File: src/axi_pkg.sv
//////////////////////////////
// AXI4 read channel payloads only. Widths are fixed here
// and are not module parameters.
//////////////////////////////

package axi_pkg;

   //////////////////////////////
   // channel widths
   //////////////////////////////

   localparam int addr_w  = 32;                 // byte address width.
   localparam int data_w  = 32;                 // read data width.
   localparam int id_w    = 4;                  // transaction id width.
   localparam int len_w   = 8;                  // arlen width, beats minus one.
   localparam int size_w  = 3;                  // arsize width.
   localparam int burst_w = 2;                  // arburst width.
   localparam int resp_w  = 2;                  // rresp width.

   localparam logic [resp_w-1:0] resp_okay = 2'b00; // normal access success.

   //////////////////////////////
   // payload structs
   //////////////////////////////

   // ar payload, 49 bits. araddr sits in the top bits.
   typedef struct packed
   {
      logic [addr_w-1:0]  araddr;               // start address of the burst.
      logic [id_w-1:0]    arid;                 // id returned on every r beat.
      logic [len_w-1:0]   arlen;                // number of beats minus one.
      logic [size_w-1:0]  arsize;               // bytes per beat as a power of two.
      logic [burst_w-1:0] arburst;              // burst type.
   } ar_t;

   // r payload, 39 bits.
   typedef struct packed
   {
      logic [data_w-1:0]  rdata;                // read data of this beat.
      logic [id_w-1:0]    rid;                  // id copied from the request.
      logic [resp_w-1:0]  rresp;                // response code of this beat.
      logic               rlast;                // high on the final beat only.
   } r_t;

endpackage

File: src/xbar_pkg.sv
//////////////////////////////
// Grant encoding for a two master read path.
// Exactly one grant bit is set at all times.
//////////////////////////////

package xbar_pkg;

   typedef logic [1:0] grant_t;                 // one-hot owner, bit k is master k.
   typedef logic       mst_idx_t;               // master index, 0 or 1.

   localparam grant_t grant_m0 = 2'b01;         // master 0 owns the path.
   localparam grant_t grant_m1 = 2'b10;         // master 1 owns the path.

   // one-hot grant for a master index.
   function automatic grant_t to_grant(input mst_idx_t idx);
      grant_t g;
      g      = '0;                                // start with no owner.
      g[idx] = 1'b1;                              // set the owner bit.
      return g;
   endfunction

endpackage

File: src/axi4_ar_mux.sv
//////////////////////////////
// AR channel select for two masters.
// Purely combinational, steered by the grant.
//////////////////////////////
`timescale 1ns/10ps

module axi4_ar_mux
   import axi_pkg::*;
   import xbar_pkg::*;
(
   input  grant_t grant,                        // one-hot owner from the arbiter.
   // master 0
   input  logic   s0_arvalid,
   input  ar_t    s0_ar,
   output logic   s0_arready,
   // master 1
   input  logic   s1_arvalid,
   input  ar_t    s1_ar,
   output logic   s1_arready,
   // slave
   output logic   m_arvalid,
   output ar_t    m_ar,
   input  logic   m_arready
);

   logic s0_sel;                                // master 0 owns the path.
   logic s1_sel;                                // master 1 owns the path.

   assign s0_sel = grant[0];
   assign s1_sel = grant[1];

   //////////////////////////////
   // toward the slave
   //////////////////////////////

   // the non-owner's request is masked here and waits for its turn.
   assign m_arvalid = (s0_sel & s0_arvalid) | (s1_sel & s1_arvalid);

   always_comb
   begin
      if (s1_sel)
         m_ar = s1_ar;                          // master 1 payload.
      else
         m_ar = s0_ar;                          // master 0 payload.
   end

   //////////////////////////////
   // back to the masters
   //////////////////////////////

   assign s0_arready = s0_sel & m_arready;      // only the owner sees the slave ready.
   assign s1_arready = s1_sel & m_arready;      // the other master sees it low.

endmodule

File: src/axi4_arbiter_r.sv
//////////////////////////////
// Read path owner for two masters, round-robin on rlast.
// Each master may have only one burst outstanding.
// m_rready must already be the owner's rready.
//////////////////////////////
`timescale 1ns/10ps

module axi4_arbiter_r
   import xbar_pkg::*;
#(
   parameter mst_idx_t init_owner = 1'b0        // owner after reset.
)
(
   input  logic   clk,
   input  logic   rst_n,
   input  logic   s0_arvalid,                   // master 0 requests the path.
   input  logic   s1_arvalid,                   // master 1 requests the path.
   input  logic   m_rvalid,                     // slave r beat valid.
   input  logic   m_rready,                     // owner rready as seen by the slave.
   input  logic   m_rlast,                      // slave r beat is the last one.
   output grant_t grant                         // one-hot owner.
);

   grant_t grant_q;                             // current owner.
   grant_t grant_d;                             // owner for the next cycle.
   logic   s0_pending_q;                        // master 0 has a burst in flight.
   logic   s1_pending_q;                        // master 1 has a burst in flight.
   logic   s0_pending_set;
   logic   s1_pending_set;
   logic   s0_pending_clr;
   logic   s1_pending_clr;
   logic   last_done;                           // last r beat transfers this cycle.

   //////////////////////////////
   // burst completion
   //////////////////////////////

   // only the owner's rready reaches the slave, so no per-master term is needed.
   assign last_done      = m_rvalid & m_rready & m_rlast;
   assign s0_pending_clr = grant_q[0] & last_done; // master 0 got its last beat.
   assign s1_pending_clr = grant_q[1] & last_done; // master 1 got its last beat.

   //////////////////////////////
   // next owner
   //////////////////////////////

   always_comb
   begin
      grant_d        = grant_q;                 // hold by default.
      s0_pending_set = 1'b0;
      s1_pending_set = 1'b0;
      case (grant_q)
         grant_m0:
         begin
            if (s0_arvalid)
               s0_pending_set = 1'b1;           // owner asks again, keep it.
            else if (s0_pending_q & ~last_done)
               grant_d = grant_m0;              // burst still running, path stays locked.
            else if (last_done)
               grant_d = grant_m1;              // round-robin after the last beat.
            else if (s1_arvalid)
            begin
               grant_d        = grant_m1;       // idle owner, hand over to master 1.
               s1_pending_set = 1'b1;
            end
         end
         grant_m1:
         begin
            if (s1_arvalid)
               s1_pending_set = 1'b1;           // owner asks again, keep it.
            else if (s1_pending_q & ~last_done)
               grant_d = grant_m1;              // burst still running, path stays locked.
            else if (last_done)
               grant_d = grant_m0;              // round-robin after the last beat.
            else if (s0_arvalid)
            begin
               grant_d        = grant_m0;       // idle owner, hand over to master 0.
               s0_pending_set = 1'b1;
            end
         end
         default:
            grant_d = to_grant(init_owner);     // an illegal code falls back to the reset owner.
      endcase
   end

   //////////////////////////////
   // state registers
   //////////////////////////////

   always_ff @(posedge clk)
   begin
      if (!rst_n)
      begin
         grant_q      <= to_grant(init_owner);  // start with the configured owner.
         s0_pending_q <= 1'b0;
         s1_pending_q <= 1'b0;
      end
      else
      begin
         grant_q <= grant_d;
         if (s0_pending_set | s0_pending_clr)
            s0_pending_q <= s0_pending_set;     // a new request wins over the clear.
         if (s1_pending_set | s1_pending_clr)
            s1_pending_q <= s1_pending_set;     // a new request wins over the clear.
      end
   end

   assign grant = grant_q;

endmodule

File: src/axi4_r_demux.sv
//////////////////////////////
// R channel routing to two masters.
// The payload is broadcast and only rvalid is steered.
//////////////////////////////
`timescale 1ns/10ps

module axi4_r_demux
   import axi_pkg::*;
   import xbar_pkg::*;
(
   input  grant_t grant,                        // one-hot owner from the arbiter.
   // slave
   input  logic   m_rvalid,
   input  r_t     m_r,
   output logic   m_rready,
   // master 0
   output logic   s0_rvalid,
   output r_t     s0_r,
   input  logic   s0_rready,
   // master 1
   output logic   s1_rvalid,
   output r_t     s1_r,
   input  logic   s1_rready
);

   logic s0_sel;                                // master 0 owns the path.
   logic s1_sel;                                // master 1 owns the path.

   assign s0_sel = grant[0];
   assign s1_sel = grant[1];

   //////////////////////////////
   // toward the masters
   //////////////////////////////

   assign s0_rvalid = s0_sel & m_rvalid;        // a beat only shows up at the owner.
   assign s1_rvalid = s1_sel & m_rvalid;

   // both masters see the same payload. rvalid says whose it is.
   assign s0_r = m_r;
   assign s1_r = m_r;

   //////////////////////////////
   // back to the slave
   //////////////////////////////

   // the owner's rready alone paces the slave. The arbiter also uses it for rlast.
   assign m_rready = (s0_sel & s0_rready) | (s1_sel & s1_rready);

endmodule

File: src/axi4_xbar_r.sv
//////////////////////////////
// Two master AXI4 read path to one slave.
// No write channels and no id remapping.
// One burst per master in flight, wait for rlast.
//////////////////////////////
`timescale 1ns/10ps

module axi4_xbar_r
   import axi_pkg::*;
   import xbar_pkg::*;
#(
   parameter mst_idx_t init_owner = 1'b0        // owner after reset.
)
(
   input  logic   clk,
   input  logic   rst_n,
   // master 0
   input  logic   s0_arvalid,
   input  ar_t    s0_ar,
   output logic   s0_arready,
   output logic   s0_rvalid,
   output r_t     s0_r,
   input  logic   s0_rready,
   // master 1
   input  logic   s1_arvalid,
   input  ar_t    s1_ar,
   output logic   s1_arready,
   output logic   s1_rvalid,
   output r_t     s1_r,
   input  logic   s1_rready,
   // slave
   output logic   m_arvalid,
   output ar_t    m_ar,
   input  logic   m_arready,
   input  logic   m_rvalid,
   input  r_t     m_r,
   output logic   m_rready,
   output grant_t m_rgrnt                       // current owner of the read path.
);

   grant_t grant;                               // shared steering for both channels.

   //////////////////////////////
   // owner
   //////////////////////////////

   axi4_arbiter_r #(
      .init_owner (init_owner)
   ) axi4_arbiter_r_i (
      .clk        (clk),
      .rst_n      (rst_n),
      .s0_arvalid (s0_arvalid),
      .s1_arvalid (s1_arvalid),
      .m_rvalid   (m_rvalid),
      .m_rready   (m_rready),                   // already the owner's rready.
      .m_rlast    (m_r.rlast),
      .grant      (grant)
   );

   //////////////////////////////
   // channels
   //////////////////////////////

   axi4_ar_mux axi4_ar_mux_i (
      .grant      (grant),
      .s0_arvalid (s0_arvalid),
      .s0_ar      (s0_ar),
      .s0_arready (s0_arready),
      .s1_arvalid (s1_arvalid),
      .s1_ar      (s1_ar),
      .s1_arready (s1_arready),
      .m_arvalid  (m_arvalid),
      .m_ar       (m_ar),
      .m_arready  (m_arready)
   );

   axi4_r_demux axi4_r_demux_i (
      .grant      (grant),
      .m_rvalid   (m_rvalid),
      .m_r        (m_r),
      .m_rready   (m_rready),
      .s0_rvalid  (s0_rvalid),
      .s0_r       (s0_r),
      .s0_rready  (s0_rready),
      .s1_rvalid  (s1_rvalid),
      .s1_r       (s1_r),
      .s1_rready  (s1_rready)
   );

   assign m_rgrnt = grant;                      // grant is visible at the top.

endmodule

File: config.mk
export PLATFORM = sky130hd
export DESIGN_NAME = axi4_xbar_r
export DESIGN_NICKNAME = d
export VERILOG_FILES = /design/src/axi_pkg.sv /design/src/xbar_pkg.sv /design/src/axi4_ar_mux.sv /design/src/axi4_arbiter_r.sv /design/src/axi4_r_demux.sv /design/src/axi4_xbar_r.sv
export SDC_FILE = /design/constraint.sdc
export NUM_CORES = 1
export LEC_CHECK = 0
export BUFFER_PORTS_ARGS = -buffer_cell sky130_fd_sc_hd__buf_2
export CORE_AREA = 2 2 108 110
export DETAILED_ROUTE_END_ITERATION = 8
export DIE_AREA = 0 0 110 112
export SETUP_SLACK_MARGIN = 0.02
export SYNTH_ARGS = -nofsm -noshare
export SYNTH_HDL_FRONTEND = slang
export SYNTH_SLANG_ARGS = --single-unit
File: constraint.sdc
create_clock -name clk -period 1.9 [get_ports clk]
set_input_delay 0.38 -clock clk [delete_from_list [all_inputs] [get_ports clk]]
set_output_delay 0.38 -clock clk [all_outputs]
set_load 0.1 [all_outputs]
=== Word-level counts from Yosys, hierarchy flattened ===
Index checks and enable logic that the tools add are counted.

* Bits of input ports: 145
* Bits in latches: 0
* Word-level logic and storage cells: 49
* Memories kept: 0
* Flip-flop bits (word level): 4
* Memory bits (read-only): 0
* RAM bits: 0
* Output and inout port bits: 135

* Divide/modulo/power cells: 0
* Bitwise logic cells: 19
* $lt $le $gt $ge: 0
* Multiply operators: 0
* Shifts and indexed selects: 0
* Reductions and logical operators: 1
* Add/subtract/negate cells: 0
* Mux-type cells: 20
* Equality and inequality tests: 6

{| class="wikitable"
|+ Operator list
! cell !! count
|-
| two-way mux 49 bit || 1
|-
| two-way mux 2 bit || 8
|-
| bitwise AND 1 bit || 14
|-
| two-way mux 1 bit || 8
|-
| != test 4 x 2 -> 1 bit, second input constant || 2
|-
| != test 2 bit, second input constant || 2
|-
| bitwise OR 1 bit || 4
|-
| case mux 1 bit (2 select lines) || 2
|-
| case mux 2 bit (2 select lines) || 1
|-
| AND reduction 4 bit || 1
|-
| equality test 2 x 1 -> 1 bit, second input constant || 1
|-
| equality test 2 bit, second input constant || 1
|-
| inverter 1 bit || 1
|}

=== Longest topological paths before layout ===
Gate-level depths: netlist of the first run.

* Depth after elaboration: 10
* Mapped depth: 8
* Depth with buffers taken out: 6

=== By module ===
A second synthesis of the first run with hierarchy kept.

* Cells, all modules: 173
* Area total of the unflattened synthesis: 1760.4 µm²

{| class="wikitable"
|+ Modules (own cells, without submodules)
! module !! area each (µm²) !! cells each !! instances
|-
| axi4_ar_mux || 859.6 || 58 || 1
|-
| axi4_r_demux || 606.8 || 81 || 1
|-
| axi4_arbiter_r || 294.0 || 34 || 1
|}

=== Worst setup path after synthesis of the first run ===
Ideal clock, no wire load.

* Kind: flip-flop to output port
* Start point: register axi4_arbiter_r_i.grant_q[1], in the netlist axi4_arbiter_r_i.grant[1]
* End point: output s1_arready
* Cell stages (with the launch flop): 4
* Slack: -777 ps
* Required time: 1520 ps
* Arrival time: 2297 ps
* Cells stage by stage: dfxtp_1 -> buf_2 -> buf_2 -> and2_1

* Cells in the longest elaborated chain, start to end: 1

{| class="wikitable"
|+ RTL lines
! item !! RTL line !! source
|-
| from (decl) || axi4_arbiter_r.sv:24 || <nowiki>grant_t grant_q;</nowiki>
|-
| from (signal assigned) || axi4_arbiter_r.sv:94 || <nowiki>grant_q <= to_grant(init_owner);</nowiki>
|-
| from (signal assigned) || axi4_arbiter_r.sv:100 || <nowiki>grant_q <= grant_d;</nowiki>
|-
| bitwise AND 1 bit || axi4_ar_mux.sv:52 || <nowiki>assign s1_arready = s1_sel & m_arready;</nowiki>
|-
| to (decl) || axi4_xbar_r.sv:27 || <nowiki>output logic s1_arready,</nowiki>
|}

No other way between the ends.

==> results.py, run 1 <==
metrics = {
    "clock_tree": {
        "postCtsSetupRepairBufs": 0,
        "clk-insertion-delay-late_ns": 0.23,
        "cts_root_buf": "clkbuf_16",
        "cts_made_buffers": 3,
        "clk_pin_slew_ns": 0.03,
        "h-tree-depth": 1,
        "clkSinkCount": 4,
        "cts_tree": "done",
        "cts_hold_buf": 0,
        "clockBufferDepth": 2,
    },
    "yosys": {
        "yosysMostFrequentCell": "buf_4",
        "synth_top_area_share_pct": 39.8,
        "yosys-top-cells-area": "buf_4, mux2_2, dfxtp_1",
        "ys_top_cells_by_count": "buf_4, mux2_2, nand2_1",
        "synth_edf_count": 0,
        "avgSynthCellArea_um2": 8.64,
        "yosysWarnings": 0,
        "yosysSeqAreaShare_pct": 5.18,
        "synth_nets": 326,
        "yosysTopAreaCell": "buf_4",
        "muxShareOfSynthArea_pct": 35.7,
        "synth_fa_ha_area_share_pct": 1.62,
        "synth_xor_area_share_pct": 0,
        "synth_area_mm2": 0.00155,
        "synth-simple-area-share_pct": 7.36,
        "postSynth.asyncResetShare_pct": 0,
        "synth_top_flop_cell": "dfxtp_1",
        "ys_seq_elements": 4,
        "synth_top_family_by_area": "buffers and inverters",
        "synth_cells": 179,
        "synth_compound_area_share_pct": 8.74,
        "synthDistinctLibCells": 27,
    },
    "critical_path": {
        "crit_fanout": 16,
        "worst_setup_path_end_kind": "primary output",
        "worstSetupStartpointType": "flop",
        "cp.arrival_ns": 1.45,
        "cp.required_ns": 1.52,
        "critPathKind": "flop to primary output",
    },
    "grt": {
        "grt_first_pass_wirelength_mm": 7.93,
        "antenna_found_initial": 0,
        "grt_max_degree": 33,
        "grt_pass1_vias": 1578,
        "gr-total-overflow": 0,
        "grt_usage_pct": 8.52,
    },
    "timing": {
        "setup_viol": 0,
        "finalMaxSlewViolations": 0,
        "rsz0062_at_grt": "no",
        "fin_hold_ws_ns": 0.501,
        "worst_pin_slew_ns": 0.490,
        "fin_worst_skew_ns": 0.00435,
        "slew_headroom_pct": 67.5,
        "period_needed_ns": 1.83,
        "hold_viol": 0,
        "tns_ns": 0,
        "post-route-period-util_pct": 96.2,
        "max_freq_ghz": 0.547,
    },
    "floorplanning": {
        "initial_utilization_pct": 13.8,
        "fp.dieW_um": 110,
        "die_h_um": 112,
        "fp.coreArea_mm2": 0.0112,
        "ios": 280,
        "rows": 39,
        "dieArea_mm2": 0.0123,
    },
    "drt": {
        "vias": 1544,
        "drc_errors": 0,
        "ant_nets": 0,
        "wire_per_inst_um": 14.5,
        "dr.first_iter.drc_count": 19,
        "routed_wirelength_mm": 6.00,
        "drt-pass1-iter-count": 3,
        "vias_per_cell": 3.74,
    },
    "pwr": {
        "fin_total_pwr_w": 0.00353,
        "leakage_nw": 1.22,
        "ir_worst_vdd_mv": 0.546,
        "power.density_mw_per_mm2": 1370,
    },
    "flow_run": {
        "max-cap-violations": 0,
    },
    "final_layout": {
        "syn2layout_area_growth_pct": 67.0,
        "final_nets": 418,
        "final_cells": 413,
        "antenna_cells": 0,
        "drive_gt1_share_pct": 87.0,
        "fin_util_pct": 23.1,
    },
    "run_status": {
        "status": "complete, no violations",
    },
    "placement": {
        "place.gp.congestion": 0.611,
        "dpl.hpwl_mm": 5.07,
        "io_buffers": 165,
        "placed_cells": 408,
    },
    "worst_hold_path": {
        "hp-class": "input port to flop",
    },
}
==> metrics by stage <==
stage	setup WS [ns]	area (um2)
floorplan	0.0134	1560
global placement	0.238	2420
detailed placement	0.204	2420
CTS	0.0259	2540
global route	0.0214	2580
finish	0.0722	2580
==> critical path, stage by stage, from the launching register on <==
cell and delay (ns):
dfxtp_4 0.44, clkbuf_16 0.22, mux2_2 0.38, buf_12 0.17
==> cells in the final DEF, fill, tap and decap left out, types with 2 or more instances in the layout <==
master     count
a32oi_1        2
and2_2         4
buf_12        30
buf_2        115
buf_4         24
clkbuf_16      4
dfxtp_1        2
ha_1           2
inv_1          3
mux2_2        49
nand2_1        6
nor3b_1        4
o21ai_0        4
==> flip-flops by register name, summed over array words and instances (netlist names) <==
signal                         count
axi4_arbiter_r_i.grant             2
axi4_arbiter_r_i.s1_pending_q      1
axi4_arbiter_r_i.s0_pending_q      1
==> worst paths after layout <==
| path | cells past startpoint | slack [ns] | startpoint | end |
|---|---|---|---|---|
| worst max-delay path | 3 | 0.07 | axi4_arbiter_r_i.grant[1] | m_ar[19] |
| worst min-delay path | 2 | 0.50 | s1_arvalid | axi4_arbiter_r_i.s1_pending_q |
| worst max register to register | 6 | 0.23 | axi4_arbiter_r_i.grant[1] | axi4_arbiter_r_i.grant[1] |
| worst min register to register | 2 | 0.59 | axi4_arbiter_r_i.s0_pending_q | axi4_arbiter_r_i.s0_pending_q |
==> cells by family after synthesis <==
logic type | Yosys count
AOI/OAI and AO/OA | 17
and+or+nand+nor | 19
muxes | 49
adders and majority gates | 2
buffers and inverters | 88
DFF | 4
==> where the power goes <==
part	internal (W)	switching, W	total [W]	leakage (nW)
Sequential	0.000117	0.0000630	0.000180	0.0334
Combinational	0.000968	0.00204	0.00301	1.15
Clock	0.000277	0.0000603	0.000338	0.0382
Total	0.00136	0.00216	0.00353	1.22
==> routing by layer <==
layer | share of wire, % | up-vias | track usage [%]
met4 | 3.1 | 0 | 3.71
li1 | - | 719 | -
met5 | 0 | - | 0
met1 | 34 | 677 | 8.57
met3 | 13 | 20 | 3.16
met2 | 50 | 128 | 15.4
==> cell type report <==
| type | count | area [um2] |
|---|---|---|
| Sequential cell | 4 | 85.1 |
| Timing Repair Buffer | 171 | 1390 |
| Tap cell | 143 | 179 |
| Multi-Input combinational cell | 87 | 828 |
| Fill cell | 1190 | 8590 |
| Inverter | 4 | 18.8 |
| Clock buffer | 4 | 78.8 |
==> what timing repair did <==
| item | in CTS | in global routing |
|---|---|---|
| setup endpoints to repair | 14 | 22 |
| hold endpoints to repair | 0 | 0 |
| cloned | 0 | 1 |
| pin swaps | 0 | 0 |
| resized for setup | 14 | 15 |
(Power assumes the default switching activity.)
==> run 2: changes to the inputs <==
--- a/config.mk
+++ b/config.mk
@@ -6,10 +6,13 @@
 export NUM_CORES = 1
 export LEC_CHECK = 0
 export BUFFER_PORTS_ARGS = -buffer_cell sky130_fd_sc_hd__buf_2
-export CORE_AREA = 2 2 108 110
+export CORE_AREA = 10 10 99 101
 export DETAILED_ROUTE_END_ITERATION = 8
-export DIE_AREA = 0 0 110 112
+export DIE_AREA = 0 0 109 111
+export MAX_ROUTING_LAYER = met4
+export PLACE_DENSITY = 0.66
 export SETUP_SLACK_MARGIN = 0.02
 export SYNTH_ARGS = -nofsm -noshare
 export SYNTH_HDL_FRONTEND = slang
+export SYNTH_HIERARCHICAL = 1
 export SYNTH_SLANG_ARGS = --single-unit
==> results.py, run 2 <==
metrics = {
    "run_status": {
        "status": "complete, no violations",
    },
    "clock_tree": {
        "cts_made_buffers": 3,
        "clockBufferDepth": 2,
        "cts_root_buf": "clkbuf_8",
        "clk_pin_slew_ns": 0.03,
        "clk-insertion-delay-late_ns": 0.22,
        "clkSinkCount": 4,
        "h-tree-depth": 1,
        "cts_tree": "done",
    },
    "yosys": {
        "yosysSeqAreaShare_pct": 4.55,
        "synth_top_area_share_pct": 40.9,
        "ys_top_cells_by_count": "buf_4, mux2_4, and2_1, buf_12, dfxtp_1",
        "synthDistinctLibCells": 31,
        "yosysWarnings": 6,
        "synth_area_mm2": 0.00176,
        "ys_seq_elements": 4,
        "avgSynthCellArea_um2": 10.2,
        "yosysMostFrequentCell": "buf_4",
        "postSynth.asyncResetShare_pct": 0,
        "yosys-top-cells-area": "mux2_4, buf_4, buf_12",
        "yosysTopAreaCell": "mux2_4",
        "synth_edf_count": 0,
        "synth_nets": 320,
        "synth_cells": 173,
        "synth_top_flop_cell": "dfxtp_1",
    },
    "flow_run": {
        "max-cap-violations": 0,
    },
    "timing": {
        "post-route-period-util_pct": 90.7,
        "slew_headroom_pct": 66.9,
        "worst_pin_slew_ns": 0.500,
        "tns_ns": 0,
        "period_needed_ns": 1.72,
        "setup_viol": 0,
        "finalMaxSlewViolations": 0,
        "hold_viol": 0,
        "max_freq_ghz": 0.580,
        "rsz0062_at_grt": "no",
        "fin_worst_skew_ns": 0.00523,
    },
    "final_layout": {
        "final_nets": 412,
        "register_area_um2": 85.1,
        "final_cells": 369,
        "multiInputGateArea_um2": 995,
        "fill_cells": 765,
        "drive_gt1_share_pct": 88.3,
        "final_cell_mix": "buf_2, buf_12, mux2_4, buf_4",
        "fin_util_pct": 37.3,
        "antenna_cells": 0,
        "layout_commonest_cell": "buf_2",
        "largest_register_ff_count": 2,
        "syn2layout_area_growth_pct": 68.7,
    },
    "pwr": {
        "power.density_mw_per_mm2": 2140,
        "leakage_nw": 1.49,
        "ir_worst_vdd_mv": 0.906,
    },
    "critical_path": {
        "path_cells": "buf_12, mux2_4, buf_12",
        "max_stage_delay_ns": 0.40,
        "cp.arrival_ns": 1.34,
        "crit_buf_inv": 2,
        "worst_setup_path_end_kind": "primary output",
        "critPathKind": "flop to primary output",
        "slowest_stage": "dfxtp_4",
        "crit_family": "flip-flops",
        "cp.required_ns": 1.52,
        "crit_fanout": 22,
        "worstSetupStartpointType": "flop",
        "crit_top_cell": "buf_12",
    },
    "drt": {
        "dr.first_iter.drc_count": 39,
        "drt-pass1-iter-count": 4,
        "wire_per_inst_um": 19.1,
        "drc_errors": 0,
        "routed_wirelength_mm": 7.05,
        "vias_per_cell": 4.14,
        "vias": 1526,
        "ant_nets": 0,
    },
    "placement": {
        "placed_cells": 362,
        "io_buffers": 165,
        "place.gp.congestion": 0.859,
        "dpl.hpwl_mm": 6.41,
    },
    "floorplanning": {
        "initial_utilization_pct": 22.1,
        "fp.coreArea_mm2": 0.00797,
        "ios": 280,
        "dieArea_mm2": 0.0121,
        "fp.dieW_um": 109,
        "die_h_um": 111,
        "rows": 33,
    },
    "grt": {
        "grt_first_pass_wirelength_mm": 10.3,
        "antenna_found_initial": 0,
        "grt_pass1_vias": 1697,
        "grt_max_degree": 23,
        "grt_usage_pct": 10.9,
        "gr-total-overflow": 0,
    },
    "worst_hold_path": {
        "hp-class": "input port to flop",
    },
}
## run 2: cell types whose count changed after synthesis, sizes merged, moves of 2 or more
| cell | previous run | this run |
|---|---|---|
| nand2 | 6 | 3 |
| a21boi | 1 | 3 |
| and2b | 2 | 0 |
| inv | 4 | 2 |
| or3b | 0 | 2 |
## run 2: layer usage
layer	vias up	global-route usage (%)	part of all wire (%)
li1	696	-	-
met5	-	-	0
met1	672	11.4	36
met4	0	0.616	0.17
met3	2	8.20	17
met2	156	16.9	46
## run 2: layout make-up
cell class | instances | share of cell area (%)
Timing Repair Buffer | 171 | 57.5
Multi-Input combinational cell | 83 | 33.5
Tap cell | 105 | 4.42
Sequential cell | 4 | 2.86
Clock buffer | 4 | 1.52
Inverter | 2 | 0.253
## run 2: logic make-up (layout without fill, tap and decap cells)
family,Yosys count,count (layout),share of synthesized area [%]
buf+inv,86,177,39.7
mux,50,50,42.1
simple gates,16,16,6.11
compound gates,15,15,6.04
flops,4,4,4.55
fa+ha+maj,2,2,1.42
## run 2: path summary, 6_finish.rpt
| path | startpoint | to | slack (ns) | cells after the start |
|---|---|---|---|---|
| hold / removal | rst_n | axi4_arbiter_r_i/s1_pending_q | 0.47 | 2 |
| setup reg to reg | axi4_arbiter_r_i/grant[1] | axi4_arbiter_r_i/grant[1] | 0.22 | 7 |
| setup / recovery | axi4_arbiter_r_i/grant[1] | m_ar[24] | 0.18 | 3 |
| hold reg to reg | axi4_arbiter_r_i/s0_pending_q | axi4_arbiter_r_i/s0_pending_q | 0.54 | 2 |
## run 2: metrics by stage
| stage | power (W) | cell area (um2) | worst slack (ns) | hold WS [ns] |
|---|---|---|---|---|
| after floorplan | 0.00511 | 1780 | 0.0615 | 0.492 |
| after global placement | 0.00612 | 2900 | 0.260 | 0.524 |
| after detailed placement | 0.00618 | 2900 | 0.208 | 0.532 |
| after CTS | 0.00643 | 2970 | 0.159 | 0.467 |
| after global routing | 0.00657 | 2970 | 0.0574 | 0.472 |
| final | 0.00637 | 2970 | 0.176 | 0.472 |
## run 2: power breakdown
part           internal [W]  total [W]  switching (W)
clock network      0.000143   0.000185      0.0000421
registers          0.000127   0.000197      0.0000695
logic               0.00229    0.00599        0.00370
## run 2: repair_timing
item	4_1_cts	5_1_grt
setup endpoints to repair	10	0
setup buffers	3	0
hold buffers	0	0
resized for setup	0	0
==> run 3: changes to the inputs <==
--- a/config.mk
+++ b/config.mk
@@ -6,11 +6,10 @@
 export NUM_CORES = 1
 export LEC_CHECK = 0
 export BUFFER_PORTS_ARGS = -buffer_cell sky130_fd_sc_hd__buf_2
-export CORE_AREA = 10 10 99 101
+export CORE_AREA = 2 2 108 110
 export DETAILED_ROUTE_END_ITERATION = 8
-export DIE_AREA = 0 0 109 111
+export DIE_AREA = 0 0 110 112
 export MAX_ROUTING_LAYER = met4
-export PLACE_DENSITY = 0.66
 export SETUP_SLACK_MARGIN = 0.02
 export SYNTH_ARGS = -nofsm -noshare
 export SYNTH_HDL_FRONTEND = slang
==> results.py, run 3 (synthesis gave the netlist of run 2 again) <==
metrics = {
    "drt": {
        "dr_wl_met3_um": 883,
        "dr.first_iter.drc_count": 56,
        "drc_errors": 0,
        "vias": 1486,
        "wl_met1_mm": 2.01,
        "top_layer_used": "met4",
        "routed_wirelength_mm": 5.68,
        "vias_per_cell": 3.68,
        "ant_nets": 0,
        "wire_per_inst_um": 14.1,
        "routed-wl-met2_mm": 2.77,
        "drt-pass1-iter-count": 4,
    },
    "critical_path": {
        "rr_worst_depth": 7,
        "cp.depth": 3,
        "crit_top_cell": "buf_12",
        "critPathKind": "flop to primary output",
        "critPathCapture": "m_ar[46]",
        "worstSetupStartpointType": "flop",
        "r2r_slack_ns": 0.18,
        "slowest_stage": "dfxtp_4",
        "crit_family": "flip-flops",
        "worst_setup_path_end_kind": "primary output",
        "cp.required_ns": 1.52,
        "max_stage_delay_ns": 0.42,
        "crit_start": "axi4_arbiter_r_i/grant[1]",
        "reg2reg_from": "axi4_arbiter_r_i/grant[1]",
        "r2r-end": "axi4_arbiter_r_i/grant[1]",
        "crit_buf_inv": 2,
        "path_cells": "buf_12, mux2_2, buf_12",
        "crit_fanout": 27,
        "cp.arrival_ns": 1.47,
    },
    "timing": {
        "tns_ns": 0,
        "rsz0062_at_grt": "yes",
        "finalMaxSlewViolations": 0,
        "max_freq_ghz": 0.541,
        "fin_worst_skew_ns": 0.00164,
        "setup_viol": 0,
        "worst_pin_slew_ns": 0.503,
        "slew_headroom_pct": 66.7,
        "fin_ws_ns": 0.0500,
        "period_needed_ns": 1.85,
        "post-route-period-util_pct": 97.4,
        "hold_viol": 0,
    },
    "final_layout": {
        "layout_commonest_cell": "buf_2",
        "drive_gt1_share_pct": 88.1,
        "final_nets": 409,
        "syn2layout_area_growth_pct": 73.1,
        "final_cell_mix": "buf_2, buf_12, mux2_4, clkbuf_16",
        "largest_register_ff_count": 2,
        "antenna_cells": 0,
        "fill_cells": 1155,
        "fin_util_pct": 27.3,
    },
    "worst_hold_path": {
        "hp-class": "input port to flop",
    },
    "clock_tree": {
        "clkSinkCount": 4,
        "h-tree-depth": 1,
        "cts_tree": "done",
        "postCtsSetupRepairBufs": 0,
        "cts_root_buf": "clkbuf_16",
        "clk-insertion-delay-late_ns": 0.23,
        "clk_pin_slew_ns": 0.03,
        "cts_made_buffers": 3,
        "cts_hold_buf": 0,
        "clockBufferDepth": 2,
    },
    "grt": {
        "antenna_found_initial": 0,
        "grt_pass1_vias": 1444,
        "grt_first_pass_wirelength_mm": 7.57,
        "grt_max_degree": 29,
        "grt_usage_pct": 8.10,
        "gr-total-overflow": 0,
    },
    "pwr": {
        "intPower_w": 0.00269,
        "combPwrFrac_pct": 91.6,
        "swShare_pct": 58.7,
        "ir_worst_vdd_mv": 0.944,
        "leakage_nw": 1.49,
        "power.switching_w": 0.00382,
        "power_frac_seq_pct": 3.1,
        "p_clk_share_pct": 5.3,
        "power.density_mw_per_mm2": 2140,
    },
    "placement": {
        "place.gp.congestion": 0.768,
        "io_buffers": 165,
        "dp_slack_ns": 0.123,
        "dpl.hpwl_mm": 4.77,
    },
    "floorplanning": {
        "rows": 39,
        "ios": 280,
        "fp.coreArea_mm2": 0.0112,
        "dieArea_mm2": 0.0123,
        "die_h_um": 112,
        "initial_utilization_pct": 15.8,
        "fp.dieW_um": 110,
    },
    "flow_run": {
        "max-cap-violations": 0,
    },
    "run_status": {
        "status": "complete, no violations",
    },
}
==> run 3: changes by cell type in the layout (fill, tap and decap cells not counted), sizes merged <==
cell and change:
clkbuf +1, buf -4
==> run 3: worst min-delay path by stage <==
stage                             startpoint                       endpoint  slack [ns]  cells past startpoint
2_1_floorplan  axi4_arbiter_r_i/s0_pending_q  axi4_arbiter_r_i/s0_pending_q        0.49                      2
3_3_place_gp   axi4_arbiter_r_i/s0_pending_q  axi4_arbiter_r_i/s0_pending_q        0.52                      2
3_5_place_dp   axi4_arbiter_r_i/s0_pending_q  axi4_arbiter_r_i/s0_pending_q        0.53                      2
4_1_cts                                rst_n  axi4_arbiter_r_i/s1_pending_q        0.46                      2
5_1_grt                                rst_n  axi4_arbiter_r_i/s0_pending_q        0.46                      2
6_report                               rst_n  axi4_arbiter_r_i/s1_pending_q        0.46                      2
==> run 3: per-layer routing <==
layer | global-route usage [%] | up-vias
met5 | - | -
met2 | 13.1 | 135
met1 | 9.02 | 659
met3 | 4.45 | 2
met4 | 0.844 | 0
li1 | - | 690
==> run 3: area by class of cell <==
cell class	count	area (um2)	share of cell area, %
clock buffer	4	78.8	2.59
inverter	2	7.51	0.246
multi-input combinational	83	995	32.6
sequential	4	85.1	2.79
tap	143	179	5.87
timing repair buffer	168	1700	55.9
==> run 3: metrics by stage <==
step,total power [W],cells,hold WS [ns],cell area (um2)
3_3_place_gp,0.00608,399,0.516,2940
2_1_floorplan,0.00511,173,0.492,1780
5_1_grt,0.00671,404,0.465,3050
6_report,0.00651,404,0.459,3050
3_5_place_dp,0.00613,399,0.527,2940
4_1_cts,0.00648,403,0.462,3020
==> run 3: power groups by stage <==
stage / registers, W / logic, W / clock network [W]
finish: 0.000204 / 0.00596 / 0.000344
global route: 0.000216 / 0.00614 / 0.000356
CTS: 0.000196 / 0.00594 / 0.000342
detailed placement: 0.000197 / 0.00593 / 0
global placement: 0.000194 / 0.00588 / 0
floorplan: 0.000304 / 0.00480 / 0
==> run 3: what timing repair did <==
item                                   4_1_cts  5_1_grt
endpoints found under the hold margin        0        0
resized for setup                            0        1
setup endpoints to repair                    0        2
